<file path="config.mk">
export PLATFORM = sky130hd
export DESIGN_NAME = loeffler_dct8
export DESIGN_NICKNAME = d
export VERILOG_FILES = /design/src/dct_pkg.sv /design/src/dct_multiplier.sv /design/src/dct_scratchpad.sv /design/src/dct_sequencer.sv /design/src/dct_datapath.sv /design/src/loeffler_dct8.sv
export SDC_FILE = /design/constraint.sdc
export NUM_CORES = 1
export LEC_CHECK = 0
export ABC_AREA = 1
export BUFFER_PORTS_ARGS = -buffer_cell sky130_fd_sc_hd__buf_2
export CAP_MARGIN = 40
export CORE_MARGIN = 5
export CORE_UTILIZATION = 65
export CTS_BUF_LIST = sky130_fd_sc_hd__clkbuf_16
export DETAILED_ROUTE_END_ITERATION = 10
export HOLD_SLACK_MARGIN = 0.06
export PLACE_DENSITY = 0.82
export SLEW_MARGIN = 20
export SYNTH_ARGS = -nofsm -noshare
export SYNTH_HDL_FRONTEND = slang
export SYNTH_SLANG_ARGS = --single-unit
</file>
<file path="constraint.sdc">
create_clock -name clock -period 10.5 [get_ports clock]
set_input_delay 0.525 -clock clock [delete_from_list [all_inputs] [get_ports clock]]
set_output_delay 0.525 -clock clock [all_outputs]
set_load 0.005 [all_outputs]
</file>
<file path="src/dct_pkg.sv">
// Shared widths, enums and bus structs for the 8-point Loeffler DCT.
// Samples are signed Q8 in 16 bits, and all arithmetic wraps at 16 bits.
// The microprogram is tied to these values, so they are not parameters.
package dct_pkg;

    localparam int DATA_W    = 16;
    localparam int FRAC_W    = 8;
    localparam int COEFF_W   = 9;   // unsigned Q8 coefficient
    localparam int SPAD_AW   = 5;   // 32 scratchpad entries
    localparam int IDX_W     = 3;
    localparam int UCODE_LEN = 46;
    localparam int PC_W      = 6;

    typedef logic signed [DATA_W-1:0] data_t;

    // where a word's read fields point
    typedef enum logic {
        READ_FETCH,
        READ_SPAD
    } read_src_e;

    // operand latch load source and adder second operand source
    typedef enum logic {
        SRC_MEM,    // operand bus
        SRC_MUL     // registered multiplier output
    } op_src_e;

    typedef enum logic {
        DEST_SPAD,
        DEST_OUT
    } write_dest_e;

    typedef enum logic {
        WSRC_ADDER,
        WSRC_MUL
    } write_src_e;

    // Q8 values are in dct_multiplier
    typedef enum logic [2:0] {
        C3_COS,
        C3_SIN,
        C1_COS,
        C1_SIN,
        R2C6_COS,
        R2C6_SIN,
        SQRT2,
        SQRT2_4
    } coeff_e;

    typedef struct packed {
        logic [SPAD_AW-1:0] read_addr;
        read_src_e          read_src;
        logic               latch_op1;
        op_src_e            op1_src;
        logic               neg_op1;
        logic               neg_op2;
        op_src_e            op2_src;
        coeff_e             coeff;
        logic               write_en;
        write_dest_e        write_dest;
        write_src_e         write_src;
        logic [SPAD_AW-1:0] write_addr;
    } ucode_word_t;

    typedef struct packed {
        logic [IDX_W-1:0] index;
        data_t            value;
    } result_t;

endpackage

</file>
<file path="src/dct_multiplier.sv">
// Coefficient table and one-stage registered Q8 multiplier.
// The product is shifted right by FRAC_W and wraps to DATA_W bits.
module dct_multiplier (
    input  logic             clock,
    input  logic             nreset,
    input  dct_pkg::data_t   operand,
    input  dct_pkg::coeff_e  coeff,
    output dct_pkg::data_t   product
);

    logic [dct_pkg::COEFF_W-1:0]                   kval;
    logic signed [dct_pkg::DATA_W+dct_pkg::COEFF_W:0] full;

    always_comb begin
        case (coeff)
            dct_pkg::C3_COS:   kval = 9'd213;
            dct_pkg::C3_SIN:   kval = 9'd142;
            dct_pkg::C1_COS:   kval = 9'd251;
            dct_pkg::C1_SIN:   kval = 9'd50;
            dct_pkg::R2C6_COS: kval = 9'd139;
            dct_pkg::R2C6_SIN: kval = 9'd334;
            dct_pkg::SQRT2:    kval = 9'd362;
            default:           kval = 9'd91;   // sqrt2 / 4
        endcase
    end

    // coefficient is zero-extended so it stays positive
    assign full = operand * $signed({1'b0, kval});

    always_ff @(posedge clock) begin
        if (nreset) begin
            product <= '0;
        end else begin
            product <= full[dct_pkg::FRAC_W +: dct_pkg::DATA_W];
        end
    end

endmodule

</file>
<file path="src/dct_scratchpad.sv">
// 32-entry register file, one synchronous read port and one write port.
// A read of the address being written returns the new data.
// Contents are not cleared, the microprogram writes each entry before use.
module dct_scratchpad (
    input  logic                        clock,
    input  logic [dct_pkg::SPAD_AW-1:0] read_addr,
    input  logic [dct_pkg::SPAD_AW-1:0] write_addr,
    input  logic                        write_en,
    input  dct_pkg::data_t              write_data,
    output dct_pkg::data_t              read_data
);

    dct_pkg::data_t mem [2**dct_pkg::SPAD_AW];

    always_ff @(posedge clock) begin
        if (write_en) mem[write_addr] <= write_data;
        if (write_en && (write_addr == read_addr)) begin
            read_data <= write_data;   // write-first
        end else begin
            read_data <= mem[read_addr];
        end
    end

endmodule

</file>
<file path="src/dct_sequencer.sv">
// Start/busy/done control and the microcode ROM of the DCT.
// A start seen while busy is ignored. Outside a run the word is inert.
// Read fields fetch for the next cycle, all other fields act on this cycle's bus.
module dct_sequencer (
    input  logic                 clock,
    input  logic                 nreset,
    input  logic                 start,
    output logic                 busy,
    output logic                 done,
    output dct_pkg::ucode_word_t uword
);

    typedef enum logic {
        ST_IDLE,
        ST_RUN
    } state_e;

    // latch load source
    typedef enum logic [1:0] {
        LAT_NO,
        LAT_BUS,
        LAT_MUL
    } lat_e;

    // adder form and write source, *_P takes the product as second operand
    typedef enum logic [2:0] {
        NOP,
        ADD,
        SUB,
        RSUB,
        ADD_P,
        SUB_P,
        RSUB_P,
        PROD
    } alu_e;

    state_e                state;
    logic [dct_pkg::PC_W-1:0] pc;
    dct_pkg::ucode_word_t  rom_word;

    function automatic dct_pkg::ucode_word_t mk(input logic spad, input logic [4:0] raddr,
                                                input lat_e lat, input alu_e alu,
                                                input dct_pkg::coeff_e c, input logic out,
                                                input logic [4:0] waddr);
        dct_pkg::ucode_word_t u;
        u            = '0;
        u.read_src   = spad ? dct_pkg::READ_SPAD : dct_pkg::READ_FETCH;
        u.read_addr  = raddr;
        u.latch_op1  = (lat != LAT_NO);
        u.op1_src    = (lat == LAT_MUL) ? dct_pkg::SRC_MUL : dct_pkg::SRC_MEM;
        u.neg_op1    = (alu inside {RSUB, RSUB_P});
        u.neg_op2    = (alu inside {SUB, SUB_P});
        u.op2_src    = (alu inside {ADD_P, SUB_P, RSUB_P}) ? dct_pkg::SRC_MUL : dct_pkg::SRC_MEM;
        u.coeff      = c;
        u.write_en   = (alu != NOP);
        u.write_dest = out ? dct_pkg::DEST_OUT : dct_pkg::DEST_SPAD;
        u.write_src  = (alu == PROD) ? dct_pkg::WSRC_MUL : dct_pkg::WSRC_ADDER;
        u.write_addr = waddr;
        return u;
    endfunction

    always_comb begin
        case (pc)
            // stage 1, sums and differences of input pairs
            6'd0:  rom_word = mk(1'b0, 5'd0, LAT_NO, NOP, dct_pkg::C3_COS, 1'b0, 5'd0);
            6'd1:  rom_word = mk(1'b0, 5'd7, LAT_BUS, NOP, dct_pkg::C3_COS, 1'b0, 5'd0);
            6'd2:  rom_word = mk(1'b0, 5'd7, LAT_NO, ADD, dct_pkg::C3_COS, 1'b0, 5'd0);
            6'd3:  rom_word = mk(1'b0, 5'd1, LAT_NO, SUB, dct_pkg::C3_COS, 1'b0, 5'd7);
            6'd4:  rom_word = mk(1'b0, 5'd6, LAT_BUS, NOP, dct_pkg::C3_COS, 1'b0, 5'd0);
            6'd5:  rom_word = mk(1'b0, 5'd6, LAT_NO, ADD, dct_pkg::C3_COS, 1'b0, 5'd1);
            6'd6:  rom_word = mk(1'b0, 5'd2, LAT_NO, SUB, dct_pkg::C3_COS, 1'b0, 5'd6);
            6'd7:  rom_word = mk(1'b0, 5'd5, LAT_BUS, NOP, dct_pkg::C3_COS, 1'b0, 5'd0);
            6'd8:  rom_word = mk(1'b0, 5'd5, LAT_NO, ADD, dct_pkg::C3_COS, 1'b0, 5'd2);
            6'd9:  rom_word = mk(1'b0, 5'd3, LAT_NO, SUB, dct_pkg::C3_COS, 1'b0, 5'd5);
            6'd10: rom_word = mk(1'b0, 5'd4, LAT_BUS, NOP, dct_pkg::C3_COS, 1'b0, 5'd0);
            6'd11: rom_word = mk(1'b0, 5'd4, LAT_NO, ADD, dct_pkg::C3_COS, 1'b0, 5'd3);
            6'd12: rom_word = mk(1'b1, 5'd0, LAT_NO, SUB, dct_pkg::C3_COS, 1'b0, 5'd4);
            // even part, s8 s11 s9 s10
            6'd13: rom_word = mk(1'b1, 5'd3, LAT_BUS, NOP, dct_pkg::C3_COS, 1'b0, 5'd0);
            6'd14: rom_word = mk(1'b1, 5'd3, LAT_NO, ADD, dct_pkg::C3_COS, 1'b0, 5'd8);
            6'd15: rom_word = mk(1'b1, 5'd1, LAT_NO, SUB, dct_pkg::C3_COS, 1'b0, 5'd11);
            6'd16: rom_word = mk(1'b1, 5'd2, LAT_BUS, NOP, dct_pkg::C3_COS, 1'b0, 5'd0);
            6'd17: rom_word = mk(1'b1, 5'd2, LAT_NO, ADD, dct_pkg::C3_COS, 1'b0, 5'd9);
            6'd18: rom_word = mk(1'b1, 5'd4, LAT_NO, SUB, dct_pkg::C3_COS, 1'b0, 5'd10);
            // odd rotations, products land one word after their operand
            6'd19: rom_word = mk(1'b1, 5'd7, LAT_NO, NOP, dct_pkg::C3_COS, 1'b0, 5'd0);
            6'd20: rom_word = mk(1'b1, 5'd4, LAT_MUL, NOP, dct_pkg::C3_SIN, 1'b0, 5'd0);
            6'd21: rom_word = mk(1'b1, 5'd7, LAT_NO, ADD_P, dct_pkg::C3_SIN, 1'b0, 5'd12);
            6'd22: rom_word = mk(1'b1, 5'd5, LAT_MUL, NOP, dct_pkg::C3_COS, 1'b0, 5'd0);
            6'd23: rom_word = mk(1'b1, 5'd6, LAT_NO, RSUB_P, dct_pkg::C1_COS, 1'b0, 5'd15);
            6'd24: rom_word = mk(1'b1, 5'd5, LAT_MUL, NOP, dct_pkg::C1_SIN, 1'b0, 5'd0);
            6'd25: rom_word = mk(1'b1, 5'd6, LAT_NO, ADD_P, dct_pkg::C1_SIN, 1'b0, 5'd13);
            6'd26: rom_word = mk(1'b1, 5'd8, LAT_MUL, NOP, dct_pkg::C1_COS, 1'b0, 5'd0);
            6'd27: rom_word = mk(1'b1, 5'd9, LAT_NO, RSUB_P, dct_pkg::SQRT2_4, 1'b0, 5'd14);
            // even outputs y0 y4 y2 y6
            6'd28: rom_word = mk(1'b1, 5'd8, LAT_MUL, NOP, dct_pkg::SQRT2_4, 1'b0, 5'd0);
            6'd29: rom_word = mk(1'b1, 5'd10, LAT_MUL, ADD_P, dct_pkg::SQRT2_4, 1'b1, 5'd0);
            6'd30: rom_word = mk(1'b1, 5'd11, LAT_NO, RSUB_P, dct_pkg::R2C6_COS, 1'b1, 5'd4);
            6'd31: rom_word = mk(1'b1, 5'd10, LAT_MUL, NOP, dct_pkg::R2C6_SIN, 1'b0, 5'd0);
            6'd32: rom_word = mk(1'b1, 5'd11, LAT_NO, ADD_P, dct_pkg::R2C6_SIN, 1'b1, 5'd2);
            6'd33: rom_word = mk(1'b1, 5'd12, LAT_MUL, NOP, dct_pkg::R2C6_COS, 1'b0, 5'd0);
            6'd34: rom_word = mk(1'b1, 5'd14, LAT_BUS, RSUB_P, dct_pkg::C3_COS, 1'b1, 5'd6);
            // odd sums s20 s22 s23 s21
            6'd35: rom_word = mk(1'b1, 5'd14, LAT_NO, ADD, dct_pkg::C3_COS, 1'b0, 5'd20);
            6'd36: rom_word = mk(1'b1, 5'd13, LAT_NO, SUB, dct_pkg::C3_COS, 1'b0, 5'd22);
            6'd37: rom_word = mk(1'b1, 5'd15, LAT_BUS, NOP, dct_pkg::C3_COS, 1'b0, 5'd0);
            6'd38: rom_word = mk(1'b1, 5'd15, LAT_NO, ADD, dct_pkg::C3_COS, 1'b0, 5'd23);
            6'd39: rom_word = mk(1'b1, 5'd20, LAT_NO, RSUB, dct_pkg::C3_COS, 1'b0, 5'd21);
            // odd outputs y1 y7 y3 y5
            6'd40: rom_word = mk(1'b1, 5'd23, LAT_BUS, NOP, dct_pkg::C3_COS, 1'b0, 5'd0);
            6'd41: rom_word = mk(1'b1, 5'd23, LAT_NO, ADD, dct_pkg::C3_COS, 1'b1, 5'd1);
            6'd42: rom_word = mk(1'b1, 5'd21, LAT_NO, RSUB, dct_pkg::C3_COS, 1'b1, 5'd7);
            6'd43: rom_word = mk(1'b1, 5'd22, LAT_NO, NOP, dct_pkg::SQRT2, 1'b0, 5'd0);
            6'd44: rom_word = mk(1'b1, 5'd0, LAT_NO, PROD, dct_pkg::SQRT2, 1'b1, 5'd3);
            6'd45: rom_word = mk(1'b1, 5'd0, LAT_NO, PROD, dct_pkg::C3_COS, 1'b1, 5'd5);
            default: rom_word = '0;
        endcase
    end

    assign busy  = (state == ST_RUN);
    assign uword = busy ? rom_word : '0;   // inert while idle

    always_ff @(posedge clock) begin
        if (nreset) begin
            state <= ST_IDLE;
            pc    <= '0;
            done  <= 1'b0;
        end else begin
            done <= 1'b0;
            if (state == ST_IDLE) begin
                pc <= '0;
                if (start) state <= ST_RUN;
            end else if (pc == dct_pkg::PC_W'(dct_pkg::UCODE_LEN - 1)) begin
                state <= ST_IDLE;   // done and falling busy share a cycle
                done  <= 1'b1;
                pc    <= '0;
            end else begin
                pc <= pc + 1'b1;
            end
        end
    end

endmodule

</file>
<file path="src/dct_datapath.sv">
// Operand bus, operand latch, add/negate unit and write routing.
// Combinational from the operand bus to the write outputs. The operand
// latch and the registered bus source are the only state here.
module dct_datapath (
    input  logic                        clock,
    input  logic                        nreset,
    input  dct_pkg::ucode_word_t        uword,
    input  dct_pkg::data_t              fetch_data,
    input  dct_pkg::data_t              spad_data,
    input  dct_pkg::data_t              product,
    output dct_pkg::data_t              op_bus,
    output logic                        spad_wen,
    output logic [dct_pkg::SPAD_AW-1:0] spad_waddr,
    output dct_pkg::data_t              wdata,
    output logic                        result_valid,
    output dct_pkg::result_t            result
);

    dct_pkg::read_src_e bus_src;   // source picked by the previous word
    dct_pkg::data_t     op_latch;
    dct_pkg::data_t     op2;
    dct_pkg::data_t     term1;
    dct_pkg::data_t     term2;
    dct_pkg::data_t     sum;

    // the bus carries what the previous word read
    assign op_bus = (bus_src == dct_pkg::READ_SPAD) ? spad_data : fetch_data;

    always_ff @(posedge clock) begin
        if (nreset) begin
            bus_src  <= dct_pkg::READ_FETCH;
            op_latch <= '0;
        end else begin
            bus_src <= uword.read_src;
            if (uword.latch_op1) begin
                op_latch <= (uword.op1_src == dct_pkg::SRC_MUL) ? product : op_bus;
            end
        end
    end

    assign op2   = (uword.op2_src == dct_pkg::SRC_MUL) ? product : op_bus;
    assign term1 = uword.neg_op1 ? -op_latch : op_latch;
    assign term2 = uword.neg_op2 ? -op2 : op2;
    assign sum   = term1 + term2;   // wraps at 16 bits

    assign wdata = (uword.write_src == dct_pkg::WSRC_MUL) ? product : sum;

    // route the write
    assign spad_wen     = uword.write_en && (uword.write_dest == dct_pkg::DEST_SPAD);
    assign spad_waddr   = uword.write_addr;
    assign result_valid = uword.write_en && (uword.write_dest == dct_pkg::DEST_OUT);
    assign result.index = uword.write_addr[dct_pkg::IDX_W-1:0];
    assign result.value = wdata;

endmodule

</file>
<file path="src/loeffler_dct8.sv">
// 8-point Loeffler DCT, microcoded, on signed Q8 samples.
// The input buffer must return fetch_data one cycle after fetch_addr.
// No back-pressure, every result strobe must be taken.
module loeffler_dct8 (
    input  logic                      clock,
    input  logic                      nreset,
    input  logic                      start,
    output logic                      busy,
    output logic                      done,
    output logic [dct_pkg::IDX_W-1:0] fetch_addr,
    input  dct_pkg::data_t            fetch_data,
    output logic                      result_valid,
    output dct_pkg::result_t          result
);

    dct_pkg::ucode_word_t        uword;
    dct_pkg::data_t              op_bus;
    dct_pkg::data_t              product;
    dct_pkg::data_t              spad_rdata;
    dct_pkg::data_t              wdata;
    logic                        spad_wen;
    logic [dct_pkg::SPAD_AW-1:0] spad_waddr;

    assign fetch_addr = uword.read_addr[dct_pkg::IDX_W-1:0];

    dct_sequencer u_seq (
        .clock  (clock),
        .nreset (nreset),
        .start  (start),
        .busy   (busy),
        .done   (done),
        .uword  (uword)
    );

    dct_datapath u_dp (
        .clock        (clock),
        .nreset       (nreset),
        .uword        (uword),
        .fetch_data   (fetch_data),
        .spad_data    (spad_rdata),
        .product      (product),
        .op_bus       (op_bus),
        .spad_wen     (spad_wen),
        .spad_waddr   (spad_waddr),
        .wdata        (wdata),
        .result_valid (result_valid),
        .result       (result)
    );

    dct_multiplier u_mul (
        .clock   (clock),
        .nreset  (nreset),
        .operand (op_bus),
        .coeff   (uword.coeff),
        .product (product)
    );

    dct_scratchpad u_spad (
        .clock      (clock),
        .read_addr  (uword.read_addr),
        .write_addr (spad_waddr),
        .write_en   (spad_wen),
        .write_data (wdata),
        .read_data  (spad_rdata)
    );

endmodule

</file>
Word-level counts from Yosys, hierarchy flattened
Memories as Yosys holds them, arrays and structs flattened. A register that Yosys moved wholly into a read port is not among the register bits.
Cells that the tools add are included.
{"block": "word_totals", "mem_bits_rw": 512, "register_bits": 41, "romBits": 1408, "inputBits": 19, "word_cells": 42, "n_memories": 2, "latch_bits": 0}
{"memory": "(name not given)", "depth": 64, "word_bits": 22, "rd": 1, "rd_ports_with_merged_regs": 1, "write_ports": 0, "line_no": "dct_sequencer.sv:63", "source": "case (pc)"}
{"memory": "u_spad.mem", "depth": 32, "word_bits": 16, "rd": 1, "rd_ports_with_merged_regs": 1, "write_ports": 1, "line_no": "dct_scratchpad.sv:13", "source": "dct_pkg::data_t mem [2**dct_pkg::SPAD_AW];"}
{"block": "op_classes", "muxes": 15, "n_mul": 1, "bitwise_logic": 2, "n_reduce_logical": 5, "add_sub_neg": 4, "div": 0, "n_lt_le_gt_ge": 0, "shift": 0, "n_eq_ne": 7}
{"cell": "$mux W16", "count": 6}
{"cell": "$pmux W9 S7", "count": 1}
{"cell": "$neg A16 Y16", "count": 2}
{"cell": "$mul A16 B10 Y24", "count": 1}
{"cell": "$mux W22", "count": 1}
{"cell": "$add A16 B16 Y16", "count": 1}
{"cell": "$eq A3 B3 Y1 const B", "count": 3}
{"cell": "$add A6 B1 Y6 const B", "count": 1}
{"cell": "$eq A3 B2 Y1 const B", "count": 2}
{"cell": "$eq A6 B6 Y1 const B", "count": 1}
{"cell": "$mux W1", "count": 6}
{"cell": "$mux W6", "count": 1}
{"cell": "$eq A3 B1 Y1 const B", "count": 1}
{"cell": "$logic_not A3 Y1", "count": 1}
{"cell": "$reduce_or A3 Y1", "count": 1}
{"cell": "$logic_and A1 B1 Y1", "count": 2}
{"cell": "$not A1 Y1", "count": 2}
{"cell": "$reduce_or A2 Y1", "count": 1}

Longest topological paths before layout
Gate-level depths: netlist of the first run.
{"block": "depth", "depth_word": 6, "depth_mapped": 37, "ltp_nobuf": 34}

By module
A second synthesis of the first run with hierarchy kept.
{"block": "unflattened", "hier_cells": 3371, "hier_area_um2": 31697.9}
{"mod": "dct_scratchpad", "area_each_um2": 21081.5, "seq_area_each_um2": 15474.8, "instances": 1, "cells_per_inst": 1783}
{"mod": "dct_multiplier", "area_each_um2": 5567.8, "seq_area_each_um2": 320.3, "instances": 1, "cells_per_inst": 720}
{"mod": "dct_datapath", "area_each_um2": 3005.4, "seq_area_each_um2": 340.3, "instances": 1, "cells_per_inst": 534}
{"mod": "dct_sequencer", "area_each_um2": 2043.2, "seq_area_each_um2": 600.6, "instances": 1, "cells_per_inst": 334}

Worst setup path after synthesis of the first run
OpenSTA, ideal clock, no wires.
{"block": "synth_timing", "path_type": "reg2reg", "start": "register with a tool-made name", "end": "register u_mul.product[14]", "setup_time_ns": 0.115, "slack_ns": 4.863, "arrival_time_ns": 5.522, "stages_incl_launch_ff": 30, "required_ns": 10.385, "n_path_buf": 4, "cell_sequence": "dfxtp_1 -> buf_4 -> inv_2 -> buf_8 -> buf_6 -> buf_4 -> nand2_1 -> nand3_1 -> nand3_1 -> nand3_1 -> nand3_1 -> nand3_1 -> nand2_1 -> nor2_1 -> inv_1 -> fa_1 -> inv_1 -> fa_1 -> inv_1 -> fa_1 -> fa_1 -> fa_1 -> inv_1 -> ha_1 -> nand2_1 -> nor3_1 -> nand2_1 -> o221a_2 -> a21oi_1 -> nor2_1"}
{"element": "end signal: assignment", "line_no": "dct_multiplier.sv:34", "source": "product <= full[dct_pkg::FRAC_W +: dct_pkg::DATA_W];"}
{"element": "end: declaration", "line_no": "dct_multiplier.sv:8", "source": "output dct_pkg::data_t product"}

==> reports/metrics.yaml, run 1 <==
run_status:
  status: "completed"
synthesis:
  ys_seq_area_share_pct: 54.5
  async_flop_share_pct: 0
  synth.area.top_cells: "edfxtp_1 (50%), nand2_1 (11%), nand3_1 (8.1%)"
  synth_cells: 3151
  synth-main-ff-cell: "edfxtp_1"
  yosys_warnings: 0
  synth_top_area_share_pct: 50.1
  syn_area_per_cell_um2: 9.75
  synth.most_common_cell: "nand2_1"
  synth.distinct_cells: 54
  synth_nets: 3359
  netlist.top_cell.by_area: "edfxtp_1"
  synth_area_um2: 30700
  synth_common_cells: "nand2_1 (875), edfxtp_1 (512), nand3_1 (498)"
  synth-seq-cells: 580
  synth-edff-count: 512
placed_design:
  place_congestion: 1.00
  dp.final_hpwl_um: 56200
  placed_cell_area_um2: 31500
  dpl.cell_count: 3725
  io_buffers: 43
timing:
  tightest_slew_ns: 0.905
  max_slew_margin_pct: 39.7
  tns_ns: 0
  finalCriticalPeriod_ns: 8.00
  max_freq_mhz: 125
  rsz0062_at_grt: "false"
  finalHoldViolations: 0
  setup_viol: 0
  fin_crit_sh_pct: 76.2
  skew_ns: 0.0173
  slew_violations: 0
setup_path:
  cpPeakStageDelay_ns: 0.89
  crit_fanout: 155
  worst_setup_path_end_kind: "flop"
  crit_arrival_ns: 8.50
  worst_path_max_delay_cell: "dfxtp_4"
  worstSetupPathType: "reg2reg"
  cp.required_ns: 11.00
  start_kind: "flop"
drt:
  viasPerCell: 6.24
  drtIter0Drc: 3636
  drc: 0
  drtPass1Iterations: 6
  vias: 23900
  routed_wl_um: 86900
  ant_nets: 0
  wire_per_inst_um: 22.7
floorplan:
  coreArea_um2: 46700
  start_util_pct: 65.8
  die_h_um: 227
  ioPinCount: 44
  die_w_um: 227
  die-area_um2: 51700
  fp-row-count: 79
flow_run:
  maxCapViolCount: 0
grt:
  use_met1_pct: 45.1
  gr-usage-met2_pct: 53.1
  grt_max_degree: 188
  antenna_found_initial: 2
  grt_pass1_wl_um: 132000
  grt_remaining_overflow: 0
  grt_pass1_vias: 23300
  top_usage_layer: "met2"
  grtUsageMet3_pct: 7.93
  grt_use_total_pct: 33.6
clock_tree:
  clock_latency_ns: 0.62
  post-cts-setup-buffers: 0
  cts-resized-gates: 0
  ctsLongestPathBuffers: 3
  numCtsBuffers: 57
  ctsHoldBuffers: 0
  cts_sinks: 580
  htreeDepth: 2
  clk_pin_slew_ns: 0.06
  cts_root_buf: "clkbuf_16"
  cts_tree: "yes"
cells_and_area:
  final_cell_area_um2: 33300
  final_layout_size_suffix_gt1_share_pct: 7.97
  fin_cells: 3833
  nets: 3388
  synthToLayoutAreaGrowth_pct: 8.41
  final_core_util_pct: 71.4
  n_antenna_cell: 0
power:
  leakage_nw: 13.7
  power_density_nw_per_um2: 174
  vdd_drop_max_uv: 160
worst_hold_path:
  worst_hold_path_type: "in2reg"
-- critical path, delay by kind of cell, from the launching register on --
kind | cells | cell delay [ns]
AOI/OAI and AO/OA | 5 | 1.10
DFF | 1 | 0.89
buffers and inverters | 7 | 1.43
and+or+nand+nor | 11 | 1.47
adders and majority gates | 6 | 2.84
-- final cells by class --
cell class,count,area (um2)
sequential,580,16700
fill,3303,13400
multi-input combinational,2132,12100
clock buffer,58,1450
inverter,295,1110
timing repair buffer,114,838
tap,607,759
clock inverter,47,308
-- sequential cells by signal (all words and copies together) (netlist names), named ones only --
signal / flops
u_dp.bus_src: 1
u_mul.product: 16
u_seq.done: 1
u_dp.op_latch: 16
u_spad.mem: 512
u_seq.busy: 1
u_seq.pc: 6
u_seq.rom_word: 22
-- power breakdown --
group          total (W)  internal, W  switching, W  leakage, nW
sequential       0.00262      0.00257     0.0000498         5.16
combinational    0.00124     0.000408      0.000831         7.60
clock            0.00193      0.00105      0.000878        0.908
-- cell families after synthesis --
family	Yosys count	share of synthesized area, %
xor+xnor	44	1.25
flops	580	54.5
fa+ha+maj	189	10.5
compound gates	251	4.71
simple gates	1648	22.6
buf+inv	439	6.41
-- stage by stage --
stage / power [W] / hold slack [ns] / setup WS, ns
CTS: 0.00578 / 0.168 / 2.65
detailed placement: 0.00388 / 0.404 / 2.79
finish: 0.00579 / 0.176 / 2.50
global placement: 0.00386 / 0.393 / 2.78
floorplan: 0.00351 / 0.390 / 4.86
global route: 0.00604 / 0.185 / 2.01
-- metal layers --
| metal | routed length (um) | share of wire (%) |
|---|---|---|
| met1 | 32000 | 37 |
| met2 | 40200 | 46 |
| met3 | 10400 | 12 |
| met4 | 4300 | 4.9 |
| met5 | 0 | 0 |
-- final timing paths --
kind                            from                end  slack (ns)  depth (start not counted)
setup reg to reg                flop  u_mul.product[12]        2.50                         29
hold reg to reg   u_seq.rom_word[20]               flop        0.41                          2
setup / recovery                flop  u_mul.product[12]        2.50                         29
hold / removal                 start         u_seq.busy        0.18                          3
-- layout by cell type, fill, tap and decap left out, drive strengths merged, types with 7 or more instances in the layout --
| cell type | netlist | routed |
|---|---|---|
| inv | 293 | 309 |
| clkbuf | 29 | 58 |
| fa | 115 | 115 |
| xnor2 | 17 | 17 |
| o21ai | 104 | 104 |
| clkinv | 2 | 28 |
| nand4 | 7 | 7 |
| edfxtp | 512 | 512 |
| buf | 115 | 114 |
| nor2 | 224 | 224 |
| dfxtp | 68 | 68 |
| or2 | 14 | 14 |
| nor3 | 13 | 13 |
| nand2 | 881 | 881 |
| nand3 | 499 | 499 |
| o211ai | 10 | 10 |
| a21oi | 95 | 95 |
| ha | 74 | 74 |
| xor2 | 27 | 27 |
Power figures use the tool's default switching activity.
==> run 2: changes to the inputs <==
CORE_UTILIZATION = 64   (was 65)
PLACE_DENSITY = 0.81   (was 0.82)
clock period = 7.85 ns   (was 10.5 ns; I/O delays follow)
==> run 2 against run 1 <==
Against the previous run: wire length increased by 2.3%; utilization decreased by 0.86 points; global-route usage decreased by 0.14 points; final cell count increased by 0.73%; power increased by 36%; sequential cell count unchanged; first-iteration DRC count decreased by 5.4%; sequential power increased by 34%.
==> reports/metrics.yaml, run 2 (synthesized netlist as in run 1, its figures left out) <==
setup_path:
  worst_path_most_repeated_cell: "nand3_1"
  cpPeakStageDelay_ns: 0.41
  cp.required_ns: 7.46
  worstSetupPathType: "reg2out"
  crit_fanout: 87
  worst_path_max_delay_cell: "dfxtp_4"
  worst_setup_path_end_kind: "output pin"
  crit_arrival_ns: 6.95
  start_kind: "flop"
run_status:
  status: "completed"
timing:
  hold_ws_ns: 0.217
  skew_ns: 0.0354
  finalCriticalPeriod_ns: 7.34
  tightest_slew_ns: 0.873
  slew_violations: 0
  max_freq_mhz: 136
  max_slew_margin_pct: 41.7
  setup_viol: 0
  postLayoutSetupSlackWorst_ns: 0.509
  rsz0062_at_grt: "false"
  fin_crit_sh_pct: 93.5
  finalHoldViolations: 0
  tns_ns: 0
power:
  power_density_nw_per_um2: 234
  leakage_nw: 13.8
  vdd_drop_max_uv: 182
placed_design:
  io_buffers: 43
  place_congestion: 1.02
  dpl.cell_count: 3752
  dp.final_hpwl_um: 59400
  placed_cell_area_um2: 31700
  place_ws_ns: 0.892
floorplan:
  die_h_um: 229
  coreArea_um2: 47600
  ioPinCount: 44
  die_w_um: 229
  fp-row-count: 80
  die-area_um2: 52500
  start_util_pct: 64.5
cells_and_area:
  final_cell_mix: "nand2_1 (875), edfxtp_1 (512), nand3_1 (498), inv_1 (297), nor2_1 (220)"
  regMostFlops: "u_spad.mem"
  synthToLayoutAreaGrowth_pct: 9.37
  final_cell_area_um2: 33600
  final_common_cell: "nand2_1"
  largest_register_ffs: 512
  final_layout_size_suffix_gt1_share_pct: 8.53
  fill_cells: 3397
  fin_cells: 3861
  nets: 3406
  n_antenna_cell: 0
drt:
  routed_wl_um: 88900
  ant_nets: 0
  drc: 0
  viasPerCell: 6.29
  drtPass1Iterations: 8
  wire_per_inst_um: 23.0
  vias: 24300
  drtIter0Drc: 3439
grt:
  grt_max_degree: 156
  grt_remaining_overflow: 0
  top_usage_layer: "met2"
  antenna_found_initial: 0
  gr-usage-met2_pct: 54.2
  grt_pass1_vias: 23500
  grt_use_total_pct: 33.4
  grtUsageMet3_pct: 4.64
  use_met1_pct: 45.0
  grt_pass1_wl_um: 136000
clock_tree:
  clock_latency_ns: 0.63
  htreeDepth: 2
  cts_root_buf: "clkbuf_16"
  clk_pin_slew_ns: 0.06
  ctsLongestPathBuffers: 3
  numCtsBuffers: 56
  cts_sinks: 580
  cts-resized-gates: 0
  cts_tree: "yes"
flow_run:
  maxCapViolCount: 0
worst_hold_path:
  worst_hold_path_type: "in2reg"
## run 2: cell types whose count changed in the layout (fill, tap and decap cells not counted), moves of 2 or more
cell and change:
clkinvlp_4 +3, buf_4 +13, clkinv_2 -3, bufinv_16 +4
clkbuf_16 -2, inv_1 -2, buf_12 +4
## run 2: report_power, final
part	internal, W	switching [W]	leakage [nW]	total [W]
Clock	0.00150	0.00118	0.918	0.00268
Sequential	0.00344	0.0000569	5.16	0.00350
Combinational	0.000554	0.00112	7.71	0.00168
Total	0.00550	0.00236	13.8	0.00786
## run 2: repair_timing
action | in CTS | in global routing
hold buffers | 1 | 0
endpoints found under the hold margin | 1 | 0
setup endpoints to repair | 0 | 0
buffers inserted | 0 | 0
## run 2: worst paths after layout
kind | start | end | slack, ns | depth (start not counted)
min | nreset | u_dp.op_latch[2] | 0.22 | 2
min reg2reg | u_seq.rom_word[16] | u_dp.bus_src | 0.42 | 2
max | flop | result[13] | 0.51 | 32
max reg2reg | flop | u_mul.product[12] | 0.88 | 28
## run 2: layer usage
layer	vias to the layer above	wire, um
met4	0	5270
li1	10600	-
met1	11600	32500
met2	1760	41600
met3	323	9580
met5	-	0
## run 2: layout make-up
class | instances | area, um2 | area share [%]
clock inverters | 50 | 429 | 1.28
inverters | 295 | 1110 | 3.32
multi-input cells | 2132 | 12100 | 36.0
well taps | 615 | 769 | 2.29
flip-flops and latches | 580 | 16700 | 49.8
repair buffers | 133 | 1050 | 3.14
clock buffers | 56 | 1400 | 4.17
## run 2: metrics by stage
step                utilization, %  power (W)
floorplan                        -    0.00470
global placement              66.4    0.00519
detailed placement            66.5    0.00520
CTS                           70.4    0.00786
global route                  70.5    0.00821
finish                        70.5    0.00786
## run 2: worst max-delay path: cells and delay by family, from the launching register on
| family | cells | cell delay, ns |
|---|---|---|
| AOI/OAI and AO/OA | 7 | 1.77 |
| DFF | 1 | 0.41 |
| and+or+nand+nor | 16 | 1.99 |
| adders and majority gates | 2 | 0.57 |
| buffers and inverters | 7 | 1.46 |
